$ cat src/source/mapper_pkg.sv
package mapper_pkg;

    // Mapper selection from the slot configuration word
    typedef enum logic [2:0] {
        MAPPER_NONE       = 3'd0,
        MAPPER_ASCII8     = 3'd1,
        MAPPER_ASCII16    = 3'd2,
        MAPPER_KONAMI     = 3'd3,
        MAPPER_KONAMI_SCC = 3'd4
    } mapper_typ_e;

    // Devices that can sit behind a slot
    typedef enum logic {
        DEV_NONE = 1'b0,
        DEV_SCC  = 1'b1
    } device_typ_e;

    // CPU side of one bus cycle
    typedef struct packed {
        logic [15:0] addr;
        logic [7:0]  data;   // Write data
        logic        mreq;
        logic        rd;
        logic        wr;
    } cpu_bus_t;

    typedef struct packed {
        mapper_typ_e typ;
        device_typ_e device;
    } block_info_t;

    // One mapper's share of the memory bus
    typedef struct packed {
        logic [19:0] addr;   // ROM byte address
        logic        rnw;
        logic        ram_cs;
    } mapper_out_t;

    // Unselected mappers drive this so the AND/OR merge is transparent
    localparam mapper_out_t MAPPER_IDLE = '{
        addr:   20'hF_FFFF,
        rnw:    1'b1,
        ram_cs: 1'b0
    };

    typedef struct packed {
        device_typ_e typ;
        logic        en;
        logic        we;
    } device_bus_t;

    // External memory bus with the same layout as mapper_out_t
    typedef struct packed {
        logic [19:0] addr;
        logic        rnw;
        logic        ram_cs;
    } memory_bus_t;

endpackage

$ cat src/source/mapper_ascii8.sv
`timescale 1ns/1ps

module mapper_ascii8 import mapper_pkg::*; #(
    parameter int ROM_ADDR_W = 20
) (
    input  logic        clk,
    input  logic        rst_n,
    input  cpu_bus_t    cpu_bus,
    input  block_info_t block_info,
    output mapper_out_t out
);

    // Keeps only the ROM address bits that exist
    localparam logic [19:0] ADDR_MASK = 20'((21'd1 << ROM_ADDR_W) - 21'd1);

    logic [3:0][7:0] bank;      // One bank per 8 KB window
    logic            sel;
    logic            in_page;
    logic [1:0]      win;
    logic            bank_we;
    logic [19:0]     rom_addr;

    assign sel = block_info.typ == MAPPER_ASCII8;

    // Pages 1 and 2 only (0x4000-0xBFFF)
    assign in_page = cpu_bus.addr[15] ^ cpu_bus.addr[14];

    // 0x4000 -> 0, 0x6000 -> 1, 0x8000 -> 2, 0xA000 -> 3
    assign win = {~cpu_bus.addr[14], cpu_bus.addr[13]};

    // Bank registers sit 2 KB apart in 0x6000-0x7FFF
    assign bank_we = sel && cpu_bus.mreq && cpu_bus.wr
                     && cpu_bus.addr[15:13] == 3'b011;

    always_ff @(posedge clk) begin
        if (!rst_n) begin
            bank <= '0;
        end else if (bank_we) begin
            bank[cpu_bus.addr[12:11]] <= cpu_bus.data;
        end
    end

    assign rom_addr = {bank[win][6:0], cpu_bus.addr[12:0]} & ADDR_MASK;

    always_comb begin
        out = MAPPER_IDLE;
        if (sel && cpu_bus.mreq && cpu_bus.rd && in_page) begin
            out.addr   = rom_addr;
            out.rnw    = 1'b1;
            out.ram_cs = 1'b1;
        end
    end

endmodule

$ cat src/source/mapper_ascii16.sv
`timescale 1ns/1ps

module mapper_ascii16 import mapper_pkg::*; #(
    parameter int ROM_ADDR_W = 20
) (
    input  logic        clk,
    input  logic        rst_n,
    input  cpu_bus_t    cpu_bus,
    input  block_info_t block_info,
    output mapper_out_t out
);

    localparam logic [19:0] ADDR_MASK = 20'((21'd1 << ROM_ADDR_W) - 21'd1);

    logic [1:0][7:0] bank;      // Banks for 0x4000 and 0x8000
    logic            sel;
    logic            in_page;
    logic            win;
    logic            bank_we;
    logic [19:0]     rom_addr;

    assign sel     = block_info.typ == MAPPER_ASCII16;
    assign in_page = cpu_bus.addr[15] ^ cpu_bus.addr[14];
    assign win     = cpu_bus.addr[15];  // 16 KB window index

    // Bit 12 picks the bank in 0x6000-0x67FF and 0x7000-0x77FF
    assign bank_we = sel && cpu_bus.mreq && cpu_bus.wr
                     && cpu_bus.addr[15:13] == 3'b011 && !cpu_bus.addr[11];

    always_ff @(posedge clk) begin
        if (!rst_n) begin
            bank <= '0;
        end else if (bank_we) begin
            bank[cpu_bus.addr[12]] <= cpu_bus.data;
        end
    end

    assign rom_addr = {bank[win][5:0], cpu_bus.addr[13:0]} & ADDR_MASK;

    always_comb begin
        out = MAPPER_IDLE;
        if (sel && cpu_bus.mreq && cpu_bus.rd && in_page) begin
            out.addr   = rom_addr;
            out.rnw    = 1'b1;
            out.ram_cs = 1'b1;
        end
    end

endmodule

$ cat src/source/mapper_konami.sv
`timescale 1ns/1ps

module mapper_konami import mapper_pkg::*; #(
    parameter int ROM_ADDR_W = 20
) (
    input  logic        clk,
    input  logic        rst_n,
    input  cpu_bus_t    cpu_bus,
    input  block_info_t block_info,
    output mapper_out_t out
);

    localparam logic [19:0] ADDR_MASK = 20'((21'd1 << ROM_ADDR_W) - 21'd1);

    logic [2:0][7:0] bank;      // Windows 1 to 3 since window 0 is hardwired
    logic            sel;
    logic            in_page;
    logic [1:0]      win;
    logic [1:0]      win_m1;
    logic            bank_we;
    logic [7:0]      cur_bank;
    logic [19:0]     rom_addr;

    assign sel     = block_info.typ == MAPPER_KONAMI;
    assign in_page = cpu_bus.addr[15] ^ cpu_bus.addr[14];
    assign win     = {~cpu_bus.addr[14], cpu_bus.addr[13]};
    assign win_m1  = win - 2'd1;

    // Any write inside windows 1 to 3 switches that window
    assign bank_we = sel && cpu_bus.mreq && cpu_bus.wr && in_page && win != 2'd0;

    always_ff @(posedge clk) begin
        if (!rst_n) begin
            bank <= {8'd3, 8'd2, 8'd1};
        end else if (bank_we) begin
            bank[win_m1] <= cpu_bus.data;
        end
    end

    assign cur_bank = (win == 2'd0) ? 8'd0 : bank[win_m1];
    assign rom_addr = {cur_bank[6:0], cpu_bus.addr[12:0]} & ADDR_MASK;

    always_comb begin
        out = MAPPER_IDLE;
        if (sel && cpu_bus.mreq && cpu_bus.rd && in_page) begin
            out.addr   = rom_addr;
            out.rnw    = 1'b1;
            out.ram_cs = 1'b1;
        end
    end

endmodule

$ cat src/source/mapper_konami_scc.sv
`timescale 1ns/1ps

module mapper_konami_scc import mapper_pkg::*; #(
    parameter int ROM_ADDR_W = 20
) (
    input  logic        clk,
    input  logic        rst_n,
    input  cpu_bus_t    cpu_bus,
    input  block_info_t block_info,
    output mapper_out_t out,
    output device_bus_t device_out
);

    localparam logic [19:0] ADDR_MASK = 20'((21'd1 << ROM_ADDR_W) - 21'd1);

    logic [3:0][7:0] bank;
    logic            sel;
    logic            in_page;
    logic [1:0]      win;
    logic            bank_we;
    logic            scc_on;    // Bank 2 maps the SCC registers
    logic            scc_hit;
    logic [19:0]     rom_addr;

    assign sel     = block_info.typ == MAPPER_KONAMI_SCC;
    assign in_page = cpu_bus.addr[15] ^ cpu_bus.addr[14];
    assign win     = {~cpu_bus.addr[14], cpu_bus.addr[13]};

    // Each register spans 2 KB at 0x5000, 0x7000, 0x9000 and 0xB000
    assign bank_we = sel && cpu_bus.mreq && cpu_bus.wr && in_page
                     && cpu_bus.addr[12:11] == 2'b10;

    always_ff @(posedge clk) begin
        if (!rst_n) begin
            bank <= {8'd3, 8'd2, 8'd1, 8'd0};
        end else if (bank_we) begin
            bank[win] <= cpu_bus.data;
        end
    end

    assign scc_on = bank[2][5:0] == 6'h3F;

    // 0x9800-0x9FFF while the SCC is mapped in
    assign scc_hit = sel && scc_on && cpu_bus.mreq
                     && cpu_bus.addr[15:11] == 5'b10011;

    assign rom_addr = {bank[win][6:0], cpu_bus.addr[12:0]} & ADDR_MASK;

    always_comb begin
        out = MAPPER_IDLE;
        if (sel && cpu_bus.mreq && cpu_bus.rd && in_page && !scc_hit) begin
            out.addr   = rom_addr;
            out.rnw    = 1'b1;
            out.ram_cs = 1'b1;
        end
    end

    // Type is filled in by the top level
    always_comb begin
        device_out.typ = DEV_NONE;
        device_out.en  = scc_hit;
        device_out.we  = scc_hit && cpu_bus.wr;
    end

endmodule

$ cat src/source/mappers.sv
`timescale 1ns/1ps

module mappers import mapper_pkg::*; #(
    parameter int ROM_ADDR_W = 20
) (
    input  logic        clk,
    input  logic        rst_n,
    input  cpu_bus_t    cpu_bus,
    input  block_info_t block_info,
    output memory_bus_t memory_bus,
    output device_bus_t device_bus
);

    mapper_out_t ascii8_out;
    mapper_out_t ascii16_out;
    mapper_out_t konami_out;
    mapper_out_t konami_scc_out;
    device_bus_t konami_scc_device_out;  // SCC register window

    mapper_ascii8 #(
        .ROM_ADDR_W (ROM_ADDR_W)
    ) ascii8 (
        .clk        (clk),
        .rst_n      (rst_n),
        .cpu_bus    (cpu_bus),
        .block_info (block_info),
        .out        (ascii8_out)
    );

    mapper_ascii16 #(
        .ROM_ADDR_W (ROM_ADDR_W)
    ) ascii16 (
        .clk        (clk),
        .rst_n      (rst_n),
        .cpu_bus    (cpu_bus),
        .block_info (block_info),
        .out        (ascii16_out)
    );

    mapper_konami #(
        .ROM_ADDR_W (ROM_ADDR_W)
    ) konami (
        .clk        (clk),
        .rst_n      (rst_n),
        .cpu_bus    (cpu_bus),
        .block_info (block_info),
        .out        (konami_out)
    );

    mapper_konami_scc #(
        .ROM_ADDR_W (ROM_ADDR_W)
    ) konami_scc (
        .clk        (clk),
        .rst_n      (rst_n),
        .cpu_bus    (cpu_bus),
        .block_info (block_info),
        .out        (konami_scc_out),
        .device_out (konami_scc_device_out)
    );

    // Idle mappers drive all ones, so AND leaves the active one
    assign memory_bus.addr = ascii8_out.addr
                           & ascii16_out.addr
                           & konami_out.addr
                           & konami_scc_out.addr;

    assign memory_bus.rnw = ascii8_out.rnw & ascii16_out.rnw
                          & konami_out.rnw & konami_scc_out.rnw;

    assign memory_bus.ram_cs = ascii8_out.ram_cs | ascii16_out.ram_cs
                             | konami_out.ram_cs | konami_scc_out.ram_cs;

    assign device_bus.typ = cpu_bus.mreq ? block_info.device : DEV_NONE;
    assign device_bus.en  = konami_scc_device_out.en;
    assign device_bus.we  = konami_scc_device_out.we;

endmodule

$ cat config.mk
export PLATFORM = sky130hd
export DESIGN_NAME = mappers
export DESIGN_NICKNAME = d
export VERILOG_FILES = /design/src/source/mapper_pkg.sv /design/src/source/mapper_ascii8.sv /design/src/source/mapper_ascii16.sv /design/src/source/mapper_konami.sv /design/src/source/mapper_konami_scc.sv /design/src/source/mappers.sv
export SDC_FILE = /design/constraint.sdc
export NUM_CORES = 1
export LEC_CHECK = 0
export ABC_CLOCK_PERIOD_IN_PS = 7500
export BUFFER_PORTS_ARGS = -buffer_cell sky130_fd_sc_hd__buf_2
export CORE_AREA = 5 5 121 123
export DETAILED_ROUTE_END_ITERATION = 6
export DIE_AREA = 0 0 126 128
export SETUP_SLACK_MARGIN = 0.5
export SLEW_MARGIN = 40
export SYNTH_ARGS = -nofsm -noshare
export SYNTH_HDL_FRONTEND = slang
export SYNTH_HIERARCHICAL = 1
export SYNTH_SLANG_ARGS = --single-unit
$ cat constraint.sdc
create_clock -name clk -period 7.5 [get_ports clk]
set_input_delay 1.875 -clock clk [delete_from_list [all_inputs] [get_ports clk]]
set_output_delay 1.875 -clock clk [all_outputs]
set_load 0.005 [all_outputs]
-- Word level (Yosys, flattened, before mapping)
Cells that the tools add are included.
- word-level logic and storage cells: 104
- flip-flop bits (word level): 104
- bits of input ports: 33
- bitwise gates (word level): 11
- $add $sub $neg: 1
- eq/ne operators: 8
- multiplexer cells: 26
- order comparisons: 9
- reductions and logical operators: 36
- operators with widths (kind ; number):
    22-bit 2-to-1 mux ; 4
    32-bit bitwise mux ; 2
    20-bit AND ; 3
    8-bit binary-select mux with 2-bit select ; 3
    8-bit demux with 2-bit select ; 3
    1-bit logical AND ; 32
    8-bit 2-to-1 mux ; 4
    7-bit 2-to-1 mux ; 4
    24-bit bitwise mux ; 1
    16-bit bitwise mux ; 1
    6-bit 2-to-1 mux ; 2
    3-bit by 2-bit equality test with 1-bit output, second input constant ; 3
    2-bit by 3-bit less-than comparator with 1-bit output, second input constant ; 3
    8-bit demux with 1-bit select ; 1
    6-bit equality test, second input constant ; 1
    2-bit by 1-bit greater-or-equal comparator with 1-bit output, second input constant ; 3
    5-bit equality test, second input constant ; 1
    1-bit by 2-bit less-than comparator with 1-bit output, second input constant ; 2
    1-bit AND ; 3
    3-bit by 1-bit equality test with 1-bit output, second input constant ; 1
    3-bit equality test, second input constant ; 1
    1-bit OR ; 3
    2-bit equality test, second input constant ; 1
    1-bit zero test ; 2
    other kinds (7) ; 7

-- Logic depth before layout (Yosys ltp)
- depth after elaboration: 8
- gate-level depth with buffers: 9

-- Modules after synthesis
Netlist, hierarchy kept.
- by module, submodules not included (module ; area each (um2) ; times used ; cells an instance ; seq. area each (um2)):
    mapper_konami_scc ; 1629.1 ; 1 ; 164 ; 560.5
    mapper_ascii8 ; 1452.6 ; 1 ; 140 ; 560.5
    mapper_konami ; 1237.4 ; 1 ; 134 ; 420.4
    mapper_ascii16 ; 705.7 ; 1 ; 81 ; 240.2
    mappers ; 197.7 ; 1 ; 23 ; 0.0

-- Least setup slack after synthesis
No wires, ideal clock.
- kind: input -> output
- start: in cpu_bus[25] (netlist name)
- end: out memory_bus[0] (netlist name)
- setup slack: 2215 ps
- data required time: 5625 ps
- arrival: 3410 ps
- buffers on the path: 1
- cell stages on the path: 5
- cells stage by stage: or3b_1 or4_1 buf_2 and2_1 or4_1
- RTL lines (item ; RTL line ; RTL):
    from (decl) ; mappers.sv:8 ; input cpu_bus_t cpu_bus,
    to (decl) ; mappers.sv:10 ; output memory_bus_t memory_bus,

==> impl_results.md <==
- Global-route wire length before repair: 21.0 mm
- Fillers: between 1,000 and 1,500
- Initial Util: 38.4%
- Ports: 58
- Vias: around 4,000
- Clk buf depth: 2
- Initial antenna violation count: 0
- RSZ-0062 raised after global routing: no
- Crit path cell chain: buf_4 > or3b_1 > or4_1 > and2_1 > or4_1 > buf_2
- Detailed Place HPWL: 9.09 mm
- Final Critical Period: 6.03 ns
- CORE AREA: 13,600 um2
- CP max-delay cell: or4_1
- Worst Setup SP: cpu_bus[24]
- Final #Nets: 606
- Synth warn: 6
- Multi-input gate area in the final layout: 3150 um2
- Clock Sinks: 89
- CP Class: in2out
- Average cell area after synthesis: 9.65 um2
- CP startpoint kind: primary input
- Cell Area, Placed: 5520 um2
- Layout cells sized above 1: 20.9%
- Largest net degree at the start of global routing: about 120
- Worst min path class: reg2reg
- Post-route clock period utilization: 80.4%
- RR Startpoint: konami_scc/bank[17]$_SDFFE_PN1P_
- Maximum vdd ir drop: 110 uV
- Die ar.: between 15,000 and 20,000 um2
- CTS tree: done
- Cts bufs inserted: 9
- Hold Crit Start: ascii8/bank[26]$_SDFFE_PN0P_
- Status: finished, final reports clean
- GPL Wtd Cong: 0.734
- Worst Setup End Kind: output port
- Syn_nets: 577
- Power Dens Cells: 175 nW/um2
- Syn-to-layout area delta: 12.0%
- Global route total overflow: 0
- Antenna Nets Post-Route: 0
- First DRT Iteration DRCs: ~230
- Setup Buffers After CTS: 0
- Post-CTS Resized: 0
- PortBufs: 55
- Max cap viols: 0
- Critical-path maximum fanout: 33
- DP Worst Slack: 1.46 ns
- Setup TNS: 0 ns
- WP data arrival: between 4 and 5 ns
- Clk_lat worst skew: 0.33 ns
- Synth Cell Area: between 5000 and 6000 um2
- Fmax: around 170 MHz
- DR WL/cell: about 17 um
- Detailed Routing Iterations Pass 1: 4
- P_leak: around 0.0023 uW
- Util after Layout: 43.0%
- Design area: 5830 um2
- Crit path top cell by count: or4_1
- Clk root buf: clkbuf_16
- Worst path required time: 5.62 ns
- Ant. Diodes: 0
- Drt drc: 0
- Gr usage total: between 10% and 20%
- Final setup viols: 0
- H-tree Lvls: 3
- Vias in the first global route: 4,053
- Worst Max-Slew Pin Slew: 0.793 ns
- Crit path max-delay family: simple AND/OR/NAND/NOR gates
- Die W: 126 um
- Final WS setup: 1.47 ns
- Register area: 1780 um2
- Gate Count Post-Synth: 540
- Hold buffers post-CTS: 0
- Clock-pin slew on the worst setup and hold paths: roughly 0.060 ns
- Max-slew violations: 0
- Critical path buffers and inverters: 2
- Final WL: between 10 and 15 mm
- Worst path max stage delay: 0.78 ns
- Hold Fails Final Rpt: 0
- Chip height: roughly 130 um
- Rel. slew slack: 46.7%
- Fin Clk Skew: 0 ns
- Vias per inst: 5.28
- Cell Rows: 43
state kept, by name (all words and copies together), names as in the netlist:
register / cells
konami/bank: 21
konami_scc/bank: 28
ascii16/bank: 12
ascii8/bank: 28
per-layer routing:
| layer | vias to the layer above | GRT usage (%) | share of wire [%] | wire (um) |
|---|---|---|---|---|
| met3 | 17 | 2.92 | 5.6 | 723 |
| met4 | 0 | 7.76 | 2.5 | 318 |
| li1 | 1921 | - | - | - |
| met5 | - | 0 | 0 | 0 |
| met1 | 1939 | 20.9 | 45 | 5880 |
| met2 | 102 | 27.1 | 47 | 6030 |
placed cells by master (no fill, tap or decap), types with 6 or more instances in the layout:
cell	instances
nand2_1	116
mux2i_1	102
dfxtp_1	89
buf_2	52
nand2b_1	33
and4_1	23
inv_1	15
nor2b_1	13
mux4_2	12
nand3b_1	12
clkbuf_16	9
or2_2	9
nand3_2	8
o2bb2ai_1	7
a21o_1	7
buf_4	6
per-stage QoR:
stage               hold WS (ns)  total power (uW)  instances
global route               0.473              1060        754
CTS                        0.457              1030        753
detailed placement         0.448               570        737
global placement           0.439               567        737
floorplan                  0.430               539        540
finish                     0.455              1020        754
worst paths after layout:
check,end,depth (start not counted),slack (ns)
setup / recovery,memory_bus[0],6,1.47
hold / removal,ascii8/bank[26]$_SDFFE_PN0P_,2,0.46
setup reg to reg,konami_scc/bank[17]$_SDFFE_PN1P_,2,6.82
hold reg to reg,ascii8/bank[26]$_SDFFE_PN0P_,2,0.46
layout make-up:
cell class	count	share of cell area [%]
multi-input combinational	395	53.9
inverter	15	0.965
clock buffer	14	4.70
sequential	89	30.5
clock inverter	2	0.600
tap	180	3.86
timing repair buffer	59	5.43
worst min-delay path: stages, from the launching register on:
cell and delay (ns):
dfxtp_1 0.31, nand2_1 0.05, mux2i_1 0.05
report_power, final:
group | total (uW) | internal, uW | switching, uW
clock | 464 | 285 | 179
combinational | 86.2 | 31.4 | 54.8
sequential | 473 | 473 | 0.229
total | 1020 | 790 | 234
Note: power is estimated with default switching activity, not from simulation.
